<file path="src/hdl/cachePkg.sv">
package cachePkg;

  // data word and address widths
  localparam int XLEN = 64;
  localparam int ADDR_W = 32;

  // line geometry
  localparam int LINE_BYTES = 32;
  localparam int OFFSET_W = $clog2(LINE_BYTES);

  // word select, address bits 4 down to 3
  localparam int WORD_SEL_W = 2;

  // controller states
  typedef enum logic [2:0] {
    IDLE,
    LOOKUP,
    MISS,
    REFILL,
    REPLAY
  } cacheState_e;

  // pipeline request opcode
  typedef enum logic {
    OP_READ,
    OP_WRITE
  } memOp_e;

endpackage

</file>
<file path="src/hdl/memBusPkg.sv">
package memBusPkg;

  // one refill beat carries one data word
  localparam int BEAT_W = 64;
  localparam int BEATS = 4;
  localparam int LINE_W = BEAT_W * BEATS;

  // refill bus sequencer
  typedef enum logic {
    R_IDLE,
    R_WAIT
  } refillState_e;

endpackage

</file>
<file path="src/hdl/refillIf.sv">
interface refillIf;

  // one-cycle start pulse with the line-aligned address
  logic                         start;
  logic [cachePkg::ADDR_W-1:0]  lineAddr;

  // one-cycle done pulse, lineData stays valid until the next start
  logic                         done;
  logic [memBusPkg::LINE_W-1:0] lineData;

  modport ctrl (
    output start, lineAddr,
    input  done, lineData
  );

  modport refill (
    input  start, lineAddr,
    output done, lineData
  );

endinterface

</file>
<file path="src/hdl/refillUnit.sv">
module refillUnit (
  input  logic                         clk,
  input  logic                         rst_n,
  refillIf.refill                      refillPort,
  output logic                         cacheRdValid_o,
  output logic [cachePkg::ADDR_W-1:0]  cacheAddr_o,
  input  logic                         rdDataValid_i,
  input  logic                         rdLast_i,
  input  logic [memBusPkg::BEAT_W-1:0] rdData_i
);

  localparam int CNT_W = $clog2(memBusPkg::BEATS);

  memBusPkg::refillState_e stateQ;
  logic [CNT_W-1:0] beatQ;
  logic doneQ;
  logic [cachePkg::ADDR_W-1:0] addrQ;
  logic [memBusPkg::BEATS-1:0][memBusPkg::BEAT_W-1:0] lineQ;

  always_ff @(posedge clk or negedge rst_n) begin
    if (!rst_n) begin
      stateQ <= memBusPkg::R_IDLE;
      beatQ <= '0;
      doneQ <= 1'b0;
    end else begin
      doneQ <= 1'b0;
      case (stateQ)
        memBusPkg::R_IDLE: begin
          if (refillPort.start) begin
            stateQ <= memBusPkg::R_WAIT;
            beatQ <= '0;
          end
        end
        memBusPkg::R_WAIT: begin
          if (rdDataValid_i) begin
            beatQ <= beatQ + 1'b1;
            if (rdLast_i) begin
              stateQ <= memBusPkg::R_IDLE;
              doneQ <= 1'b1;
            end
          end
        end
        default: stateQ <= memBusPkg::R_IDLE;
      endcase
    end
  end

  // address held for the whole burst
  always_ff @(posedge clk) begin
    if (stateQ == memBusPkg::R_IDLE && refillPort.start) begin
      addrQ <= refillPort.lineAddr;
    end
  end

  // beats arrive in address order, word 0 first
  always_ff @(posedge clk) begin
    if (stateQ == memBusPkg::R_WAIT && rdDataValid_i) begin
      lineQ[beatQ] <= rdData_i;
    end
  end

  assign cacheRdValid_o = (stateQ == memBusPkg::R_WAIT);
  assign cacheAddr_o = addrQ;
  assign refillPort.done = doneQ;
  assign refillPort.lineData = lineQ;

endmodule

</file>
<file path="src/flat_wrapper.sv">
// flat-port wrapper written by rule: the top's interface ports become plain ports
module refillUnit_flat 
  (clk, rst_n, cacheRdValid_o, cacheAddr_o, rdDataValid_i, rdLast_i, rdData_i, refillPort_start, refillPort_lineAddr, refillPort_done, refillPort_lineData);
  refillIf refillPort_i ();
  input  logic clk;
  input  logic rst_n;
  output logic cacheRdValid_o;
  output logic [cachePkg::ADDR_W-1:0] cacheAddr_o;
  input  logic rdDataValid_i;
  input  logic rdLast_i;
  input  logic [memBusPkg::BEAT_W-1:0] rdData_i;
  input wire logic [$bits(refillPort_i.start)-1:0] refillPort_start;
  input wire logic [$bits(refillPort_i.lineAddr)-1:0] refillPort_lineAddr;
  output wire logic [$bits(refillPort_i.done)-1:0] refillPort_done;
  output wire logic [$bits(refillPort_i.lineData)-1:0] refillPort_lineData;
  assign refillPort_i.start = refillPort_start;
  assign refillPort_i.lineAddr = refillPort_lineAddr;
  assign refillPort_done = refillPort_i.done;
  assign refillPort_lineData = refillPort_i.lineData;
  refillUnit u_core (.clk(clk), .rst_n(rst_n), .refillPort(refillPort_i), .cacheRdValid_o(cacheRdValid_o), .cacheAddr_o(cacheAddr_o), .rdDataValid_i(rdDataValid_i), .rdLast_i(rdLast_i), .rdData_i(rdData_i));
endmodule
</file>
<file path="config.mk">
export PLATFORM = sky130hd
export DESIGN_NAME = refillUnit_flat
export DESIGN_NICKNAME = d
export VERILOG_FILES = /design/src/hdl/cachePkg.sv /design/src/hdl/memBusPkg.sv /design/src/hdl/refillIf.sv /design/src/hdl/refillUnit.sv /design/src/flat_wrapper.sv
export SDC_FILE = /design/constraint.sdc
export NUM_CORES = 1
export LEC_CHECK = 0
export ABC_AREA = 1
export BUFFER_PORTS_ARGS = -buffer_cell sky130_fd_sc_hd__buf_4
export CORE_MARGIN = 8
export CORE_UTILIZATION = 25
export DETAILED_ROUTE_END_ITERATION = 10
export PLACE_DENSITY = 0.59
export SYNTH_ARGS = -nofsm -noshare
export SYNTH_HDL_FRONTEND = slang
export SYNTH_SLANG_ARGS = --single-unit
</file>
<file path="constraint.sdc">
create_clock -name clk -period 9.89 [get_ports clk]
set_input_delay 0.989 -clock clk [delete_from_list [all_inputs] [get_ports clk]]
set_output_delay 0.989 -clock clk [all_outputs]
set_load 0.02 [all_outputs]
</file>
== Yosys cells after proc, flatten, opt, wreduce, memory -nomap -nowiden ==
Cells that the tools add are included.

* Eq/ne operators: 2
* Order comparisons: 2
* Reductions and logical operators: 4
* Add/subtract/negate cells: 1
* Mux-type cells: 13
* Bitwise logic cells: 1

{| class="wikitable"
|+ Operator list
! cell !! count
|-
| $bwmux 256 || 1
|-
| $demux 64 s2 || 1
|-
| $mux 64 || 1
|-
| $mux 1 || 6
|-
| $mux 2 || 2
|-
| $ne 2x2->1 const B || 2
|-
| $pmux 2 s2 || 1
|-
| $logic_and 1x1->1 || 3
|-
| $lt 2x3->1 const B || 1
|-
| $add 2x1->2 const B || 1
|-
| $ge 2x1->1 const B || 1
|-
| $pmux 1 s2 || 1
|-
| $reduce_and 2->1 || 1
|-
| $not 1->1 || 1
|}

* Register bits: 292
* Bits of input ports: 101
* Output and inout bits: 290

== Longest topological paths before layout ==
Gate-level depths: netlist (run 1).

* Word-level depth: 5
* Gate-level depth with buffers: 4
* Depth with buffers taken out: 4

== Worst setup path after synthesis (run 1) ==
OpenSTA, ideal clock, no wires.

* Path type: input to register
* Start: in rdDataValid_i
* End: reg u_core.lineQ, in the netlist u_core.refillPort.lineData[0] (enable)
* Setup time: 486 ps
* Cell stages on the path: 2
* Setup slack: 5625 ps
* Data arrival time: 3778 ps
* Buffers on the path: 0
* Path through: nand2_2 nor2_1

* Longest elaborated chain between the ends: 1

{| class="wikitable"
|+ Ends and longest elaborated chain
! item !! RTL line !! source
|-
| from (decl) || flat_wrapper.sv:9 || <nowiki>input logic rdDataValid_i;</nowiki>
|-
| $logic_and 1x1->1 || refillUnit.sv:57 || <nowiki>if (stateQ == memBusPkg::R_WAIT && rdDataValid_i) begin</nowiki>
|-
| to (signal, indexed assignment) || refillUnit.sv:58 || <nowiki>lineQ[beatQ] <= rdData_i;</nowiki>
|-
| to (decl) || refillUnit.sv:18 || <nowiki>logic [memBusPkg::BEATS-1:0][memBusPkg::BEAT_W-1:0] lineQ;</nowiki>
|}

No other way between the ends.
A chain may end at the register's enable or synchronous reset.

== Worst setup path after layout (run 1) ==
* Start: in rdDataValid_i
* End: reg u_core.lineQ, in the netlist u_core.refillPort.lineData[155] (enable)

The elaborated chain is that of the path after synthesis.

==> results of run 1 <==
[where the power goes]
group / switching (mW) / internal (mW)
Clock: 0.452 / 0.753
Combinational: 0.298 / 0.163
Sequential: 0.0373 / 1.52
Total: 0.787 / 2.43
[per-layer routing]
metal / vias up / GRT usage [%] / share of wire, %
met5: - / 0 / 0
met4: 0 / 2.88 / 2.0
met3: 35 / 5.46 / 14
met2: 267 / 17.8 / 50
met1: 2252 / 11.0 / 35
li1: 2133 / - / -
[cells by family (layout without fill, tap and decap cells)]
group / after synthesis / in the layout
buffers and inverters: 9 / 459
other: 0 / 1
adder cells (fa/ha/maj): 4 / 4
AND/OR/NAND/NOR: 16 / 16
flip-flops: 292 / 292
[registers in the layout (all words and copies together), names as in the netlist]
name                        count
u_core.beatQ                    2
u_core.cacheAddr_o             32
u_core.cacheRdValid_o           1
u_core.refillPort.done          1
u_core.refillPort.lineData    256
[cell type report]
type                       instances  area (um2)
fill                            3209       21800
sequential                       292        8750
timing repair buffer             394        2960
clock buffer                      33         783
tap                              461         577
clock inverter                    23         298
multi-input combinational         20         148
inverter                           9        33.8
antenna                            1        2.50
[cells in the final DEF (no fill, tap or decap), types with 2 or more instances in the layout]
cell and count:
buf_4 394, edfxtp_1 288, clkbuf_16 31, inv_1 8, nand2_1 7, bufinv_16 7, clkinv_1 7, clkinv_2 5
nor2_4 4, ha_1 4, dfrtp_1 4, nand2_2 2, nand3_1 2, clkinv_4 2, clkbuf_1 2
[stage by stage]
step	cells	setup WS (ps)	hold slack [ps]	utilization, %
2_1_floorplan	321	5630	518	-
4_1_cts	1232	7340	187	38.4
3_5_place_dp	1176	6790	542	35.3
5_1_grt	1232	7230	186	38.4
6_report	1233	7420	231	38.4
3_3_place_gp	1176	6830	521	35.3
[how the worst min path moves through the flow]
stage	from	to	depth (start not counted)
after floorplan	u_core.beatQ[1]	u_core.beatQ[1]	2
after global placement	u_core.cacheRdValid_o	u_core.cacheRdValid_o	2
after detailed placement	u_core.cacheRdValid_o	u_core.cacheRdValid_o	2
after CTS	rst_n	u_core.cacheRdValid_o	1
after global routing	rst_n	u_core.cacheRdValid_o	1
final	rst_n	u_core.cacheRdValid_o	1
[Yosys cell counts]
master	count	area share (%)
nand3_1	2	0.11
nor2_1	5	0.21
inv_2	1	0.042
nand2_1	7	0.30
ha_1	4	0.56
dfrtp_1	4	1.1
inv_1	8	0.34
nand2_2	2	0.14
edfxtp_1	288	97
==> flow_metrics.tcl, run 1 <==
set metrics [dict create \
    synth_seq_cells 292 \
    synthXorXnorAreaFrac_pct 0 \
    yosys_warnings 0 \
    crit_end "u_core.refillPort.lineData[155]" \
    path_class "in -> reg" \
    syn_to_final_growth_pct 52.2 \
    place_area_um2 12500 \
    htree_levels 1 \
    drive_above_1_share_pct 58.1 \
    arrival_ps 2650 \
    tightest_slew_ps 1160 \
    ir_drop_mv 0.148 \
    nNetsFinal 852 \
    hold_class "in -> async" \
    critical_path.most_common_cell "buf_4" \
    syn-num-nets 426 \
    crit_path_max_incr_delay_ps 710 \
    r2r_cells 5 \
    synthAdderAreaFrac_pct 0.562 \
    cts_setup_buffers 0 \
    netlist_instances 321 \
    cp-end-kind "flip-flop" \
    finalCritPeriodShare_pct 25.0 \
    grt_pass1_vias 5053 \
    cp_cell_sequence "buf_4, nand2_2, nor2_4, buf_4" \
    period_needed_ps 2470 \
    r2r_slack_ps 7430 \
    setup_viol 0 \
    fp.dieW_um 205 \
    syn-cell-area_um2 8900 \
    rsz0062_at_grt "false" \
    drtIter0Drc 172 \
    worst-path-stages 4 \
    die_y_um 205 \
    finalSetupTns_ps 0 \
    antenna_found_initial 0 \
    root_buffer "clkbuf_16" \
    reg2reg_to "u_core.refillPort.lineData[155]" \
    gp_congestion 0.717 \
    start_kind "input pin" \
    drcViolationCount 0 \
    synth_compound_area_share_pct 0 \
    yosys.area_share.simple_pct 0.759 \
    final_cell_area_um2 13500 \
    startpoint "rdDataValid_i" \
    crit_buf_inv 2 \
    yosysSeqAreaShare_pct 98.3 \
    grt_pass1_wl_um 33300 \
    wirelength_um 23300 \
    hold_viol 0 \
    status "complete, no violations" \
    crit_slowest_cell "nor2_4" \
    synth_top_family_by_area "simple AND/OR/NAND/NOR gates" \
    gr-total-overflow 0 \
    insertion_delay_ps 540 \
    rows 69 \
    die-area_um2 41900 \
    worstReg2RegStart "u_core.beatQ[0]" \
    p_per_area_nw_per_um2 238 \
    cts_resized 0 \
    required_ps 10070 \
    vias 4687 \
    fmax_ghz 0.405 \
    post_drt_wl_per_cell_um 18.9 \
    path_delay_family "simple AND/OR/NAND/NOR gates" \
    hpwl_um 16800 \
    boundaryPins 391 \
    clk_path_buf_depth 3 \
    cts_tree "built" \
    netlist-cell-type-count 9 \
    cts.clk_slew.worst_paths_ps 60 \
    portBuffers 390 \
    grt_start_max_net_pins 65 \
    ant_nets 0 \
    slew_headroom_pct 22.6 \
    vias_per_cell 3.80 \
    syn_avg_cell_area_um2 27.7 \
    grtUsageTotal_pct 10.4 \
    cts_made_buffers 30 \
    maxSlewViolCount 0 \
    initial_core_util_pct 25.2 \
    crit_fanout 40 \
    p_total_mw 3.22 \
    drtPass1Iterations 4 \
    cts.sinks 292 \
    power_leakage_nw 5.21 \
    hold_buffers 0 \
    muxShareOfSynthArea_pct 0 \
    maxCapViolations 0 \
    core_area_um2 35300 \
    skew_ps 7.79 \
]
Note: power is estimated with default switching activity, not from simulation.
==> inputs of run 2 (changes only) <==
Clock period 9.89 ns to 2.5 ns, I/O delays scaled along.
==> run 2 against run 1 <==
Against the previous run: design area grew 6.5%; non-clock buffer count grew 107; sequential share of layout area shrank 3.9 points; worst hold slack lost 39 ps; die area is the same; total power grew to 3.8 times the previous value; clock-buffer cell count grew 3; utilization grew 2.5 points; via count grew 11%; wire length grew 8.5%.
==> flow_metrics.tcl, run 2 (synthesis results as in run 1) <==
set metrics [dict create \
    cts_tree "built" \
    slew_headroom_pct 55.2 \
    holdWs_ps 192 \
    cts.sinks 292 \
    hpwl_um 17700 \
    arrival_ps 1910 \
    rows 69 \
    ant_nets 0 \
    root_buffer "clkbuf_16" \
    seqPwrFrac_pct 50.5 \
    period_needed_ps 1740 \
    cts.clk_slew.worst_paths_ps 60 \
    fp.dieW_um 205 \
    ir_drop_mv 0.563 \
    vias 5180 \
    initial_core_util_pct 25.2 \
    clkPwrFrac_pct 33.1 \
    final_cells 1337 \
    internal_power_mw 9.09 \
    power_frac_comb_pct 16.4 \
    die_y_um 205 \
    hold_class "in -> reg" \
    boundaryPins 391 \
    required_ps 2670 \
    worstReg2RegStart "u_core.beatQ[0]" \
    hold_buffers 102 \
    tightest_slew_ps 672 \
    cts_made_buffers 29 \
    gr-total-overflow 0 \
    grt_pass1_wl_um 36400 \
    insertion_delay_ps 540 \
    drtPass1Iterations 4 \
    fmax_ghz 0.576 \
    grt_pass1_vias 5539 \
    core_area_um2 35300 \
    status "complete, no violations" \
    dp.cells 1181 \
    finalCritPeriodShare_pct 69.5 \
    cts_resized 0 \
    nNetsFinal 958 \
    portBuffers 390 \
    hold_viol 0 \
    power_leakage_nw 5.57 \
    largest_reg_flops 256 \
    htree_levels 1 \
    min-delay-start "rdDataValid_i" \
    start_kind "flip-flop" \
    syn_to_final_growth_pct 62.1 \
    drtIter0Drc 212 \
    maxCapViolations 0 \
    startpoint "u_core.beatQ[0]" \
    cts_setup_buffers 0 \
    vias_per_cell 3.87 \
    p_per_area_nw_per_um2 844 \
    drcViolationCount 0 \
    grt_start_max_net_pins 45 \
    final_cell_mix "398 x buf_4, 288 x edfxtp_1, 102 x dlygate4sd3_1" \
    setup_viol 0 \
    crit_fanout 38 \
    rsz0062_at_grt "false" \
    clk_path_buf_depth 3 \
    maxSlewViolCount 0 \
    post_drt_wl_per_cell_um 18.9 \
    grtUsageTotal_pct 11.4 \
    path_class "reg -> reg" \
    switchingPower_mw 3.08 \
    gp_congestion 0.730 \
    drive_above_1_share_pct 51.0 \
    cp-end-kind "flip-flop" \
    antenna_found_initial 2 \
    wirelength_um 25300 \
    skew_ps 12.4 \
    final_common_cell "buf_4" \
    switching_share_pct 25.3 \
    die-area_um2 41900 \
]
## run 2: cell count changes in the layout (fill, tap and decap cells not counted)
cell and change:
bufinv_16 -5, clkinv_2 +2, clkbuf_1 +5, buf_4 +4, dlygate4sd3_1 +102, clkinv_4 -1
clkbuf_16 -2, buf_12 +1, clkinv_1 -1, inv_8 -1
## run 2: area by class of cell
| type | instances | area [um2] |
|---|---|---|
| clock inverters | 17 | 134 |
| clock buffers | 36 | 752 |
| inverters | 9 | 33.8 |
| multi-input cells | 20 | 148 |
| fillers | 3085 | 20900 |
| diodes | 1 | 2.50 |
| well taps | 461 | 577 |
| repair buffers | 501 | 4030 |
| flip-flops and latches | 292 | 8750 |
## run 2: power groups by stage
| stage | registers (mW) | logic (mW) | clock network, mW |
|---|---|---|---|
| floorplan | 6.81 | 0.258 | 0 |
| global placement | 6.24 | 1.88 | 0 |
| detailed placement | 6.24 | 1.90 | 0 |
| CTS | 6.15 | 2.04 | 4.18 |
| global route | 6.19 | 2.11 | 4.33 |
| finish | 6.14 | 2.00 | 4.03 |
## run 2: worst paths after layout
path                       cells after the start  slack [ps]                             end
setup / recovery                               5         760  u_core.refillPort.lineData[16]
hold / removal                                 4         190                 u_core.beatQ[0]
setup reg to reg                               5         760  u_core.refillPort.lineData[16]
hold reg to reg                                2         570                 u_core.beatQ[0]
max in group asynchronous                      4        1130                 u_core.beatQ[1]
min in group asynchronous                      3         610          u_core.refillPort.done
## run 2: through the flow
stage               utilization, %  total power, mW  setup WS, ps  setup TNS (ps)  area (um2)
global placement              35.4             8.12           766               0       12500
detailed placement            35.4             8.15           740               0       12500
CTS                           40.8             12.4           729               0       14400
global route                  40.8             12.6           665               0       14400
finish                        40.8             12.2           762               0       14400
floorplan                        -             7.07          -259          -66410        8910
## run 2: worst max-delay path, cell delays in order, from the launching register on
cell and delay [ps]:
dfrtp_1 410, inv_1 110, ha_1 150, inv_1 60, nor2_4 100, buf_4 480
## run 2: per-layer routing
layer / share of wire [%] / routed length, um / GRT usage [%]
met5: 0.051 / 13 / 0
met3: 12 / 2980 / 4.84
met2: 50 / 12600 / 19.6
met1: 35 / 8960 / 12.3
met4: 3.0 / 764 / 4.06
==> inputs of run 3 (changes only) <==
Settings changed: PLACE_DENSITY 0.59 to 0.6.
Clock period 2.5 ns to 1.4 ns, I/O delays scaled along.
==> run 3 against run 2 <==
Against the previous run: the run now ends with negative setup slack left; design area grew 4.7%; clock skew fell by 8.1 ps; via count up 1.7%; critical endpoint is now u_core.refillPort.lineData[165]; setup slack lost 830 ps; highest routed layer is now met4; critical path type unchanged; total power grew 86%; die area unchanged; sequential power rose by 79%; critical path depth increased by 1; clock power rose by 82%.
==> flow_metrics.tcl, run 3 (synthesis results as in run 1) <==
set metrics [dict create \
    setup_viol 203 \
    gp_congestion 0.734 \
    n_antenna_cell 0 \
    htree_levels 1 \
    drtPass1Iterations 4 \
    critical_path.most_common_cell "buf_12" \
    antenna_found_initial 0 \
    cts_tree "built" \
    power_leakage_nw 5.84 \
    crit_slowest_cell "dfrtp_1" \
    maxSlewViolCount 0 \
    period_needed_ps 1470 \
    gr-total-overflow 0 \
    rsz0062_at_grt "true" \
    drcViolationCount 0 \
    fmax_ghz 0.681 \
    nFillCells 3039 \
    fp.dieW_um 205 \
    fin_util_pct 42.8 \
    crit_path_max_incr_delay_ps 420 \
    drive_above_1_share_pct 53.0 \
    nNetsFinal 986 \
    grt_pass1_vias 5753 \
    cts.sinks 292 \
    holdWs_ps 326 \
    status "finished with violations" \
    arrival_ps 1700 \
    grtUsageTotal_pct 11.6 \
    maxCapViolations 0 \
    tightest_slew_ps 230 \
    path_class "reg -> reg" \
    cts.clk_slew.worst_paths_ps 60 \
    final_cell_area_um2 15100 \
    crit_buf_inv 4 \
    slew_headroom_pct 84.7 \
    ir_drop_mv 0.946 \
    portBuffers 390 \
    grt_pass1_wl_um 37000 \
    core_area_um2 35300 \
    grt_start_max_net_pins 33 \
    wirelength_um 26400 \
    cp-end-kind "flip-flop" \
    finalCritPeriodShare_pct 105 \
    boundaryPins 391 \
    skew_ps 4.33 \
    hold_viol 0 \
    die_y_um 205 \
    vias_per_cell 3.86 \
    die-area_um2 41900 \
    ant_nets 0 \
    rows 69 \
    place_area_um2 12600 \
    final_common_cell "buf_4" \
    cp_cell_sequence "inv_2, ha_1, inv_1, nor2_4, buf_12, buf_12" \
    hold_class "in -> reg" \
    start_kind "flip-flop" \
    drtIter0Drc 176 \
    initial_core_util_pct 25.2 \
    syn_to_final_growth_pct 69.6 \
    post_drt_wl_per_cell_um 19.4 \
    violations "negative setup slack" \
    largest_reg_flops 256 \
    path_delay_family "buffers and inverters" \
    final_cell_mix "396 x buf_4, 288 x edfxtp_1, 102 x dlygate4sd3_1" \
    crit_fanout 16 \
    cts_made_buffers 28 \
    clk_path_buf_depth 3 \
    required_ps 1640 \
    fin_ws_ps -68.8 \
    vias 5266 \
    p_per_area_nw_per_um2 1500 \
    root_buffer "clkbuf_16" \
    hpwl_um 17500 \
    insertion_delay_ps 530 \
]
-- run 3: timing repair --
item | in CTS | in global routing
gates cloned | 8 | 6
buffers inserted | 12 | 2
hold buffers | 102 | 0
pin swaps | 1 | 1
hold endpoints to repair | 296 | 0
gates resized for setup | 14 | 3
endpoints found under the setup margin | 215 | 256
-- run 3: final timing paths --
kind                                    startpoint                         endpoint  slack [ps]  depth (start not counted)
setup / recovery                   u_core.beatQ[0]  u_core.refillPort.lineData[165]         -70                          6
hold / removal             refillPort_lineAddr[23]           u_core.cacheAddr_o[23]         330                          2
max in group asynchronous                    rst_n            u_core.cacheRdValid_o         650                          3
min in group asynchronous                    rst_n                  u_core.beatQ[0]         550                          3
setup reg to reg                   u_core.beatQ[0]  u_core.refillPort.lineData[165]         -70                          6
hold reg to reg              u_core.cacheRdValid_o            u_core.cacheRdValid_o         560                          2
-- run 3: through the flow --
step | worst slack, ps | TNS (ps) | cells | total power [mW]
after floorplan | -608 | -154650 | 321 | 12.6
after global placement | -35.4 | -1510 | 1182 | 14.6
final | -68.8 | -6950 | 1364 | 22.6
after detailed placement | -72.1 | -5450 | 1182 | 14.7
after global routing | -139 | -23880 | 1364 | 23.5
after CTS | -88.0 | -10280 | 1356 | 22.7
-- run 3: routing by layer --
layer,vias up,part of all wire (%),wire length [um],track usage (%)
li1,2410,-,-,-
met1,2554,36,9380,12.4
met2,256,51,13600,20.6
met3,46,10,2630,4.76
met4,0,3.0,797,3.68
met5,-,0,0,0
-- run 3: report_power, final --
part           internal (mW)  total [mW]  switching, mW
clock                   4.31        7.32           3.01
combinational           1.94        4.33           2.38
sequential              10.7        11.0          0.273
total                   16.9        22.6           5.66
-- run 3: final cells by class --
| cell class | instances | area [um2] | area share (%) |
|---|---|---|---|
| Multi-Input combinational cell | 20 | 153 | 1.01 |
| Inverter | 9 | 37.5 | 0.249 |
| Clock buffer | 33 | 741 | 4.91 |
| Clock inverter | 19 | 163 | 1.08 |
| Timing Repair Buffer | 530 | 4680 | 31.0 |
| Sequential cell | 292 | 8750 | 58.0 |
| Tap cell | 461 | 577 | 3.82 |
